==> src/soc_pkg.sv <==
package soc_pkg;

  typedef logic [31:0] addr_t;
  typedef logic [31:0] data_t;
  typedef logic [3:0] strb_t;  // all zero means read

  localparam addr_t ram_base_addr = 32'h0000_0000;
  localparam addr_t ram_top_addr = 32'h0000_0400;  // 256 words

  localparam addr_t timer_base_addr = 32'h0200_0000;
  localparam addr_t timer_top_addr = 32'h0200_0020;

  localparam addr_t uart_base_addr = 32'h1000_0000;
  localparam addr_t uart_top_addr = 32'h1000_0010;

  // timer register offsets
  localparam addr_t timer_msip_off = 32'd0;
  localparam addr_t timer_cmp_lo_off = 32'd4;
  localparam addr_t timer_cmp_hi_off = 32'd8;
  localparam addr_t timer_time_lo_off = 32'd12;
  localparam addr_t timer_time_hi_off = 32'd16;

  // uart register offsets
  localparam addr_t uart_data_off = 32'd0;  // write only
  localparam addr_t uart_status_off = 32'd4;  // bit 0 busy

endpackage

==> src/periph_decoder.sv <==
module periph_decoder (
  input  logic            clock,
  input  logic            reset,
  input  logic            mem_valid,
  input  soc_pkg::addr_t  mem_addr,
  input  soc_pkg::data_t  mem_wdata,
  input  soc_pkg::strb_t  mem_wstrb,
  output logic            mem_ready,
  output soc_pkg::data_t  mem_rdata,
  output logic            mem_error,
  output logic            ram_valid,
  output logic            timer_valid,
  output logic            uart_valid,
  output soc_pkg::addr_t  tgt_addr,
  output soc_pkg::data_t  tgt_wdata,
  output soc_pkg::strb_t  tgt_wstrb,
  input  logic            ram_ready,
  input  soc_pkg::data_t  ram_rdata,
  input  logic            timer_ready,
  input  soc_pkg::data_t  timer_rdata,
  input  logic            uart_ready,
  input  soc_pkg::data_t  uart_rdata
);

  import soc_pkg::*;

  typedef enum logic [2:0] {
    own_none,
    own_ram,
    own_timer,
    own_uart,
    own_unmapped
  } owner_t;

  owner_t owner;
  owner_t next_owner;
  addr_t  base_addr;

  function automatic logic in_window(addr_t addr, addr_t base, addr_t top);
    return (addr >= base) && (addr < top);
  endfunction

  always_comb begin
    ram_valid   = 1'b0;
    timer_valid = 1'b0;
    uart_valid  = 1'b0;
    base_addr   = '0;
    next_owner  = own_unmapped;  // nothing matched
    if (in_window(mem_addr, ram_base_addr, ram_top_addr)) begin
      ram_valid  = mem_valid;
      base_addr  = ram_base_addr;
      next_owner = own_ram;
    end else if (in_window(mem_addr, timer_base_addr, timer_top_addr)) begin
      timer_valid = mem_valid;
      base_addr   = timer_base_addr;
      next_owner  = own_timer;
    end else if (in_window(mem_addr, uart_base_addr, uart_top_addr)) begin
      uart_valid = mem_valid;
      base_addr  = uart_base_addr;
      next_owner = own_uart;
    end
  end

  assign tgt_addr  = mem_addr - base_addr;
  assign tgt_wdata = mem_wdata;
  assign tgt_wstrb = mem_wstrb;

  // owner of the request in flight, cleared with its response
  always_ff @(posedge clock) begin
    if (!reset) begin
      owner <= own_none;
    end else if (mem_valid) begin
      owner <= next_owner;
    end else if (mem_ready) begin
      owner <= own_none;
    end
  end

  always_comb begin
    mem_ready = 1'b0;
    mem_rdata = '0;
    mem_error = 1'b0;
    case (owner)
      own_ram: begin
        mem_ready = ram_ready;
        mem_rdata = ram_ready ? ram_rdata : '0;
      end
      own_timer: begin
        mem_ready = timer_ready;
        mem_rdata = timer_ready ? timer_rdata : '0;
      end
      own_uart: begin
        mem_ready = uart_ready;
        mem_rdata = uart_ready ? uart_rdata : '0;
      end
      own_unmapped: begin
        mem_ready = 1'b1;  // error reply, rdata stays zero
        mem_error = 1'b1;
      end
      default: ;
    endcase
  end

  a_one_ready: assert property (@(posedge clock) disable iff (!reset)
    $onehot0({ram_ready, timer_ready, uart_ready}))
    else $error("more than one target ready");

  a_one_in_flight: assert property (@(posedge clock) disable iff (!reset)
    mem_valid |-> owner == own_none)
    else $error("request issued while another is pending");

endmodule

==> config.mk <==
export PLATFORM = sky130hd
export DESIGN_NAME = periph_decoder
export DESIGN_NICKNAME = d
export VERILOG_FILES = /design/src/soc_pkg.sv /design/src/periph_decoder.sv
export SDC_FILE = /design/constraint.sdc
export NUM_CORES = 1
export LEC_CHECK = 0
export BUFFER_PORTS_ARGS = -buffer_cell sky130_fd_sc_hd__buf_2
export CORE_AREA = 2 2 107 109
export CTS_BUF_LIST = sky130_fd_sc_hd__clkbuf_4 sky130_fd_sc_hd__clkbuf_8 sky130_fd_sc_hd__clkbuf_16
export DETAILED_ROUTE_END_ITERATION = 8
export DIE_AREA = 0 0 109 111
export MAX_ROUTING_LAYER = met4
export SYNTH_ARGS = -nofsm -noshare
export SYNTH_HDL_FRONTEND = slang
export SYNTH_SLANG_ARGS = --single-unit
export TNS_END_PERCENT = 5
==> constraint.sdc <==
create_clock -name clock -period 1.92 [get_ports clock]
set_input_delay 0 -clock clock [delete_from_list [all_inputs] [get_ports clock]]
set_output_delay 0 -clock clock [all_outputs]
set_load 0.01 [all_outputs]
==> metrics.md <==
| Metric | Value |
|---|---|
| Overflow after GRT | `0` |
| Kind of end point of the critical path | `output pin` |
| GR Util All Layers | `0.1066` |
| Die height | `111 um` |
| Setup_tns | `0 ns` |
| Drt first pass iters | `8` |
| Max frequency | `0.5512 GHz` |
| Residual DRC | `0` |
| WL per Instance | `14.57 um` |
| Crit path launch type | `primary input` |
| Status | `complete, no violations` |
| Synth top area cells | `buf_4, a222oi_1, inv_1` |
| RSZ-0062 raised after global routing | `false` |
| Min-delay src | `mem_wdata[8]` |
| Top cells by count, synth | `buf_4, inv_1, a222oi_1` |
| Clock H-tree levels | `1` |
| Rel. slew slack | `0.7095` |
| RR Startpoint | `owner[0]$_SDFFE_PN0P_` |
| DP Worst Slack | `-0.1053 ns` |
| Part of the power in registers | `0.097` |
| Critical Path RT | `1.92 ns` |
| First-pass GRT wire length | `9.625 mm` |
| Fin. Hold Viols | `0` |
| Total Power Consumption | `0.6817 mW` |
| Register area share after synthesis | `0.03970` |
| Largest Register | `owner` |
| Worst EP arrival | `1.81 ns` |
| Most frequent cell after synthesis | `buf_4` |
| Crit path launch | `mem_addr[14]` |
| Minimum clock period | `1.814 ns` |
| P_leak | `1.530 nW` |
| Final-report setup violation count | `0` |
| Library cells used by synthesis | `38` |
| Drt total wl | `7.140 mm` |
| Nets | `521` |
| Root Driver | `clkbuf_16` |
| Switching Fraction | `0.2678` |
| CP max stage delay | `0.28 ns` |
| Combinational power share | `0.398` |
| Area grow syn2layout | `59.72%` |
| Peak VDD IR | `0.2365 mV` |
| Flop and latch count out of synthesis | `3` |
| Leading area contributor after synthesis | `buf_4` |
| Main synth FF type | `dfxtp_1` |
| Core Area | `11,080 um2` |
| Critical Setup Path Class | `primary input to output pin` |
| CTS sink count | `3` |
| Final ANT Viol Nets | `0` |
| Asr flop ratio synth | `0` |
| P_int | `0.4992 mW` |
| Clock Skews | `0.001143 ns` |
| Starting DRT DRC Count | `266` |
| Initial Util | `0.1366` |
| Synthesized area | `1513 um2` |
| CTS tree | `done` |
| Final core utilization | `0.2181` |
| Slowest-stage cell, CP | `nor4_1` |
| Yosys warns | `0` |
| Num ports | `275` |
| Vias in the first global route | `1,906` |
| Share of layout cells above drive strength 1 | `0.6571` |
| Via-to-Cell Ratio | `4.341` |
| Crit-path max FO | `3` |
| GP Congestion | `0.8266` |
| Max Cap Viol | `0` |
| Syn Inst Count | `207` |
| CP cell instances | `buf_2 -> nor4_1 -> and4_1 -> and3b_1 -> and2_4 -> ha_4 -> ha_4 -> nand2b_4 -> a21oi_4 -> nand2_2 -> xnor2_1 -> buf_2` |
| Max reg flops | `3` |
| Die width | `109 um` |
| Dpl hpwl | `6.062 mm` |
| Mean area per synthesized cell | `7.308 um2` |
| Clock power frac | `0.505` |
| Synth top area share | `0.3027` |
| Port Buf Inserts | `194` |
| Number of hold buffers added after cts | `0` |
| Ant diodes | `0` |
| Setup WS post-layout | `0.1058 ns` |
| Num CTS Buffers | `3` |
| EDFF count, synth | `0` |
| Largest net degree at the start of global routing | `33` |
| Worst hold path type | `primary input to output pin` |
| Biggest registers after layout | `owner: 3 flops` |
| Period utilization | `0.9449` |
| Vias | `2,127` |
| Syn_nets | `380` |
| Die area | `12,100 um2` |
| Antenna violations before repair | `1` |
| Total net switching power | `0.1826 mW` |
| Longest Clk Path Bufs | `2` |
| FP Rows | `39` |
| Max Slew Vio Count | `0` |
| Worst Tran Pin Value | `0.4358 ns` |
| Skew-Pair Late Insertion Delay | `0.22 ns` |
| Power per Cell Area | `282.2 nW/um2` |
==> power groups by stage <==
stage | logic [mW] | registers, mW | clock network [mW]
after floorplan | 0.170 | 0.0661 | 0
after global placement | 0.254 | 0.0672 | 0
after detailed placement | 0.254 | 0.0672 | 0
after CTS | 0.265 | 0.0664 | 0.350
after global routing | 0.296 | 0.0667 | 0.365
final | 0.271 | 0.0663 | 0.344
==> critical path, delay by kind of cell <==
family,cells,cell delay (ns)
AOI/OAI and AO/OA,1,0.16
xor gates and xnor gates,1,0.13
adders and majority gates,2,0.27
buffers and inverters,2,0.26
and+or+nand+nor,6,1.00
==> layer usage <==
metal	track usage	share of wire	up-vias
met5	-	0	-
met4	0.02650	0.018	0
met3	0.02646	0.11	14
met2	0.1950	0.51	171
met1	0.1125	0.36	958
li1	-	-	984
==> layout by cell type, fill, tap and decap left out, drive strengths merged, types with 4 or more instances in the layout <==
| master | netlist | final |
|---|---|---|
| nor4 | 9 | 9 |
| buf | 73 | 209 |
| nor2 | 5 | 5 |
| xor2 | 4 | 4 |
| a222oi | 32 | 32 |
| nand2 | 7 | 7 |
| inv | 38 | 38 |
| clkbuf | 0 | 4 |
==> final timing paths <==
| check | slack, ns | endpoint | cells past startpoint |
|---|---|---|---|
| hold / removal | 0.000003 | tgt_wdata[8] | 0 |
| setup / recovery | 0.11 | tgt_addr[31] | 12 |
| hold reg to reg | 0.59 | owner[0]$_SDFFE_PN0P_ | 2 |
| setup reg to reg | 0.71 | owner[0]$_SDFFE_PN0P_ | 4 |
==> cell type report <==
cell class / instances / area (um2)
clock buffers: 4 / 82.58
fillers: 1273 / 8661
inverters: 38 / 142.6
multi-input cells: 93 / 849.6
flip-flops and latches: 3 / 60.06
well taps: 143 / 178.9
repair buffers: 209 / 1102
==> per-stage QoR <==
| step | instance area [um2] | instances | hold WS, ns |
|---|---|---|---|
| 5_1_grt | 2416 | 490 | 0.00003148 |
| 3_3_place_gp | 2225 | 485 | 0.00006862 |
| 3_5_place_dp | 2225 | 485 | 0.00006862 |
| 4_1_cts | 2369 | 490 | 0.00006862 |
| 6_report | 2416 | 490 | 0.000003468 |
| 2_1_floorplan | 1513 | 207 | 0.05286 |
==> logic make-up after synthesis <==
group,Yosys count,synth area share
XOR/XNOR,5,0.02895
flip-flops,3,0.03970
adder cells (fa/ha/maj),3,0.02482
AO/OA/AOI/OAI,45,0.2705
multiplexers,1,0.006617
buffers and inverters,111,0.4657
AND/OR/NAND/NOR,39,0.1638
==> what timing repair did <==
action	in CTS	in global routing
resized for setup	9	7
gates cloned	0	0
buffers inserted	1	0
pin swaps	6	6
setup endpoints to repair	3	3
No activity file was read; power rests on OpenSTA's default activity.
