===== src/soc_pkg.sv =====
package soc_pkg;

  typedef logic [31:0] addr_t;
  typedef logic [31:0] data_t;
  typedef logic [3:0] strb_t;  // all zero means read

  localparam addr_t ram_base_addr = 32'h0000_0000;
  localparam addr_t ram_top_addr = 32'h0000_0400;  // 256 words

  localparam addr_t timer_base_addr = 32'h0200_0000;
  localparam addr_t timer_top_addr = 32'h0200_0020;

  localparam addr_t uart_base_addr = 32'h1000_0000;
  localparam addr_t uart_top_addr = 32'h1000_0010;

  // timer register offsets
  localparam addr_t timer_msip_off = 32'd0;
  localparam addr_t timer_cmp_lo_off = 32'd4;
  localparam addr_t timer_cmp_hi_off = 32'd8;
  localparam addr_t timer_time_lo_off = 32'd12;
  localparam addr_t timer_time_hi_off = 32'd16;

  // uart register offsets
  localparam addr_t uart_data_off = 32'd0;  // write only
  localparam addr_t uart_status_off = 32'd4;  // bit 0 busy

endpackage


===== src/uart_tx.sv =====
module uart_tx #(
  parameter int bit_divider = 434
) (
  input  logic            clock,
  input  logic            reset,
  input  logic            valid,
  input  soc_pkg::addr_t  addr,
  input  soc_pkg::data_t  wdata,
  input  soc_pkg::strb_t  wstrb,
  output logic            ready,
  output soc_pkg::data_t  rdata,
  output logic            tx
);

  import soc_pkg::*;

  localparam int cnt_w = (bit_divider > 1) ? $clog2(bit_divider) : 1;

  typedef enum logic [1:0] {
    st_idle,
    st_start,
    st_data,
    st_stop
  } state_t;

  state_t           state;
  logic [cnt_w-1:0] cnt;
  logic [2:0]       bit_idx;
  logic [7:0]       shift;
  logic             held;
  logic [7:0]       held_byte;
  logic             wr_data;
  logic             rd_status;
  logic             last_tick;
  logic             load;
  logic [7:0]       load_byte;
  logic             busy;

  assign wr_data   = valid && (addr == uart_data_off) && (wstrb != '0);
  assign rd_status = valid && (addr == uart_status_off) && (wstrb == '0);
  assign last_tick = (cnt == cnt_w'(bit_divider - 1));
  assign busy      = (state != st_idle);

  // a new frame starts from idle or right at the end of a stop bit
  assign load      = (held || wr_data) && (!busy || (state == st_stop && last_tick));
  assign load_byte = held ? held_byte : wdata[7:0];

  always_ff @(posedge clock) begin
    if (!reset) begin
      state   <= st_idle;
      cnt     <= '0;
      bit_idx <= '0;
      tx      <= 1'b1;
      held    <= 1'b0;
      ready   <= 1'b0;
    end else begin
      ready <= (valid && !wr_data) || load;  // held write answers on load
      cnt   <= last_tick ? '0 : cnt + 1'b1;
      if (load) begin
        held  <= 1'b0;
        shift <= load_byte;
        state <= st_start;
        tx    <= 1'b0;
        cnt   <= '0;
      end else begin
        if (wr_data) begin
          held      <= 1'b1;
          held_byte <= wdata[7:0];
        end
        case (state)
          st_idle: cnt <= '0;
          st_start: if (last_tick) begin
            state   <= st_data;
            bit_idx <= '0;
            tx      <= shift[0];
          end
          st_data: if (last_tick) begin
            if (bit_idx == 3'd7) begin
              state <= st_stop;
              tx    <= 1'b1;
            end else begin
              bit_idx <= bit_idx + 3'd1;
              shift   <= shift >> 1;
              tx      <= shift[1];
            end
          end
          st_stop: if (last_tick) state <= st_idle;
          default: state <= st_idle;
        endcase
      end
    end
  end

  always_ff @(posedge clock) begin
    if (valid) begin
      rdata <= rd_status ? {31'b0, busy} : '0;
    end else if (load) begin
      rdata <= '0;
    end
  end

  a_idle_line_high: assert property (@(posedge clock) disable iff (!reset)
    state == st_idle |-> tx)
    else $error("tx low while uart idle");

endmodule


===== config.mk =====
export PLATFORM = sky130hd
export DESIGN_NAME = uart_tx
export DESIGN_NICKNAME = d
export VERILOG_FILES = /design/src/soc_pkg.sv /design/src/uart_tx.sv
export SDC_FILE = /design/constraint.sdc
export NUM_CORES = 1
export LEC_CHECK = 0
export BUFFER_PORTS_ARGS = -buffer_cell sky130_fd_sc_hd__buf_2
export CELL_PAD_IN_SITES_DETAIL_PLACEMENT = 1
export CELL_PAD_IN_SITES_GLOBAL_PLACEMENT = 1
export CORE_MARGIN = 2
export CORE_UTILIZATION = 35
export DETAILED_ROUTE_END_ITERATION = 12
export PLACE_DENSITY_LB_ADDON = 0.2
export SKIP_LAST_GASP = 1
export SYNTH_ARGS = -nofsm -noshare
export SYNTH_HDL_FRONTEND = slang
export SYNTH_SLANG_ARGS = --single-unit
export TNS_END_PERCENT = 100

===== constraint.sdc =====
create_clock -name clock -period 6.01 [get_ports clock]
set_clock_uncertainty 0.1 [all_clocks]
set_input_delay 0.3005 -clock clock [delete_from_list [all_inputs] [get_ports clock]]
set_output_delay 0.3005 -clock clock [all_outputs]
set_load 0.01 [all_outputs]

==> qor.txt <==
post-detailed-route wirelength per cell = 12.1 um
startpoint of the most critical register-to-register path = cnt[6]
core outline area = 0.00544 mm^2
post-route ant nets = 0
total negative setup slack = 0 ps
largest stage delay on the critical path = 560 ps
overall power = 0.000449 W
headroom to the max-slew limit = 0.642
clock root buffer master = sky130_fd_sc_hd__clkbuf_8
HPWL after detailed placement = 2990 um
first-iteration detailed-routing DRC count = 41
slowest stage cell on the critical path = sky130_fd_sc_hd__or4b_4
aggregate global routing overflow = 0
maximum capacitance violations = 0
PwrDens = 201 mW/mm^2
total via count in the routed design = 1439
final period utilization = 0.428
post-layout min period = 2570 ps
endpoint of the most critical setup path = shift[6]
sequential cell area fraction in the yosys report = 0.439
Max Clk Rate = 389 MHz
CP max FO = 10
clock input transition at the sequential cells of the worst setup and hold paths = 80 ps
GRT Overall Usage = 0.130
outcome = finished clean
count of pins on the block boundary = 105
leakage dissipation = 0.918 nW
CTS H-Tree Depth = 2
CTS tree = done
Area Overhead vs Synth = 15.2%
y dimension of the die = 78.4 um
top cell type by total area after synthesis = sky130_fd_sc_hd__edfxtp_1
Die X-Extent = 78.4 um
instance count after placement with tap cells included = 306
end of the worst register-to-register path = shift[6]
number of synthesized register bits = 34
area enclosed by the die boundary = 0.00615 mm^2
Post-CTS Hold Buffers = 0
number of setup buffers added after CTS = 0
path type of the worst setup path = register to register
r2r worst-path depth = 6
number of cell rows = 27
post-route non-filler standard cell count = 314
share of flip-flops with an asynchronous set or reset after synthesis = 0
TritonRoute pass-1 iters = 4
largest voltage drop on the vdd net = 0.000142 V
number of distinct library cell variants in the gate-level netlist after synthesis = 40
CTS buffer count = 5
number of endpoints with negative hold slack in the final report = 0
number of nets in the layout = 321
CTS resizes = 0
unrepaired setup endpoints after global routing = no
via count of the first global-routing pass = 1339
wirelength, routed = 3810 um
vias per cell = 4.58
Remaining DRCs = 0
fraction of post-synthesis cell area in the top cell type by area = 0.263
internal reg-to-reg setup slack = 3440 ps
count of antenna diodes in the layout = 0
count of input and output buffers = 49
count of flip-flops with a built-in enable after synthesis = 17
share of cells above drive strength 1 = 0.273
starting utilization of the core area = 0.357
antenna violations before repair = 0
yosys warns = 0
worst slew pin tran = 532 ps
gp weighted congestion = 0.720
Worst EP required = 5900 ps
Hold Worst Slack = 99.4 ps
Startpoint Class = register
critical-path cell list = or4b_4 -> nor3_4 -> a21o_1 -> nand2_2 -> a21boi_0 -> buf_4
area of the mapped netlist = 0.00194 mm^2
Critical Path Start = cnt[6]
kind of end point of the critical path = register
clock network latency to the later pin of the worst-skew pair = 290 ps
critical path arrival = 2460 ps
top cells by area in the synthesized netlist = sky130_fd_sc_hd__edfxtp_1 26%, sky130_fd_sc_hd__dfxtp_1 18%, sky130_fd_sc_hd__buf_4 12%, sky130_fd_sc_hd__mux2i_1 7.2%, sky130_fd_sc_hd__ha_1 5.8%
max-slew violation count = 0
# setup viols final = 0
first-pass GRT wire length = 6270 um
HP Class = primary input to register
post-synthesis instance total = 191
count of clock tree sinks = 34
maximum number of pins on one net before global-route repair = 15
most common flop cell mapped by yosys = sky130_fd_sc_hd__edfxtp_1
Post-Syn Area per Cell = 10.2 um^2
Max Root-Sink Buffers = 2
## kinds of logic after synthesis
| group | after synthesis | share of synthesized area |
|---|---|---|
| AOI/OAI and AO/OA | 27 | 0.0839 |
| buffers and inverters | 42 | 0.148 |
| other | 1 | 0.00193 |
| muxes | 14 | 0.0723 |
| and+or+nand+nor | 58 | 0.170 |
| adders and majority gates | 9 | 0.0581 |
| DFF | 34 | 0.439 |
| xor gates and xnor gates | 6 | 0.0271 |
## metal layers
layer / vias up / global-route usage / share of wire
li1: 715 / - / -
met4: 0 / 0.0316 / 0.0060
met3: 2 / 0.0506 / 0.097
met5: - / 0 / 0
met1: 664 / 0.164 / 0.43
met2: 58 / 0.209 / 0.47
## power breakdown
part	internal (W)	switching [W]	total, W
clock network	0.0000920	0.0000838	0.000176
logic	0.0000132	0.0000175	0.0000306
registers	0.000242	0.000000104	0.000243
## state kept, by name, indices dropped and copies added (netlist names)
name and cells:
shift 8, cnt 9, held 1, ready 1
held_byte 8, rdata 1, bit_idx 3, state 2
tx 1
## synthesized netlist by cell type (4+ instances only)
master and count:
sky130_fd_sc_hd__a21oi_1 16, sky130_fd_sc_hd__buf_4 32, sky130_fd_sc_hd__dfxtp_1 17, sky130_fd_sc_hd__edfxtp_1 17, sky130_fd_sc_hd__ha_1 9, sky130_fd_sc_hd__inv_1 4, sky130_fd_sc_hd__mux2i_1 14, sky130_fd_sc_hd__nand2_1 9
sky130_fd_sc_hd__nand3_1 4, sky130_fd_sc_hd__nor2_1 13, sky130_fd_sc_hd__nor4_1 9, sky130_fd_sc_hd__xnor2_1 4
## per-stage QoR
step	utilization	instance area, um^2	setup WS, ps
final	0.411	2230	3440
after detailed placement	0.393	2140	3420
after CTS	0.411	2230	3420
after global placement	0.393	2140	3430
after floorplan	-	2050	3390
after global routing	0.411	2230	3210
## layout by cell type, fill, tap and decap left out, types with 3 or more instances in the layout
| cell type | instances |
|---|---|
| sky130_fd_sc_hd__nand3_1 | 4 |
| sky130_fd_sc_hd__and3_1 | 3 |
| sky130_fd_sc_hd__conb_1 | 31 |
| sky130_fd_sc_hd__nand2_1 | 9 |
| sky130_fd_sc_hd__dfxtp_1 | 17 |
| sky130_fd_sc_hd__nor3_1 | 3 |
| sky130_fd_sc_hd__xnor2_1 | 4 |
| sky130_fd_sc_hd__nand2b_1 | 3 |
| sky130_fd_sc_hd__nor4_1 | 9 |
| sky130_fd_sc_hd__a21oi_1 | 16 |
| sky130_fd_sc_hd__inv_1 | 4 |
| sky130_fd_sc_hd__nor2_1 | 13 |
| sky130_fd_sc_hd__clkbuf_8 | 6 |
| sky130_fd_sc_hd__a21boi_0 | 3 |
| sky130_fd_sc_hd__nand3b_1 | 3 |
| sky130_fd_sc_hd__edfxtp_1 | 17 |
| sky130_fd_sc_hd__mux2i_1 | 14 |
| sky130_fd_sc_hd__ha_1 | 9 |
| sky130_fd_sc_hd__buf_2 | 49 |
## final cells by class
cell class	instances	area (um^2)
inverter	4	15.0
tap	72	90.1
fill	659	3210
clock buffer	6	82.6
sequential	34	851
timing repair buffer	51	260
clock inverter	2	12.5
multi-input combinational	145	922
## critical path: cells and delay by family, from the launching register on
kind,cells,cell delay (ps)
AND/OR/NAND/NOR,3,1060
AO/OA/AOI/OAI,2,580
buffers and inverters,1,200
flip-flops,1,340
## how the worst min path moves through the flow
stage | from | to | slack, ps | cells past startpoint
after floorplan | wdata[0] | held_byte[0] | 300 | 0
after global placement | bit_idx[2] | bit_idx[2] | 350 | 2
after detailed placement | cnt[0] | cnt[0] | 360 | 1
after CTS | wdata[2] | held_byte[2] | 90 | 1
after global routing | wdata[1] | held_byte[1] | 90 | 1
final | wdata[2] | held_byte[2] | 100 | 1
Note: power is estimated with default switching activity, not from simulation.
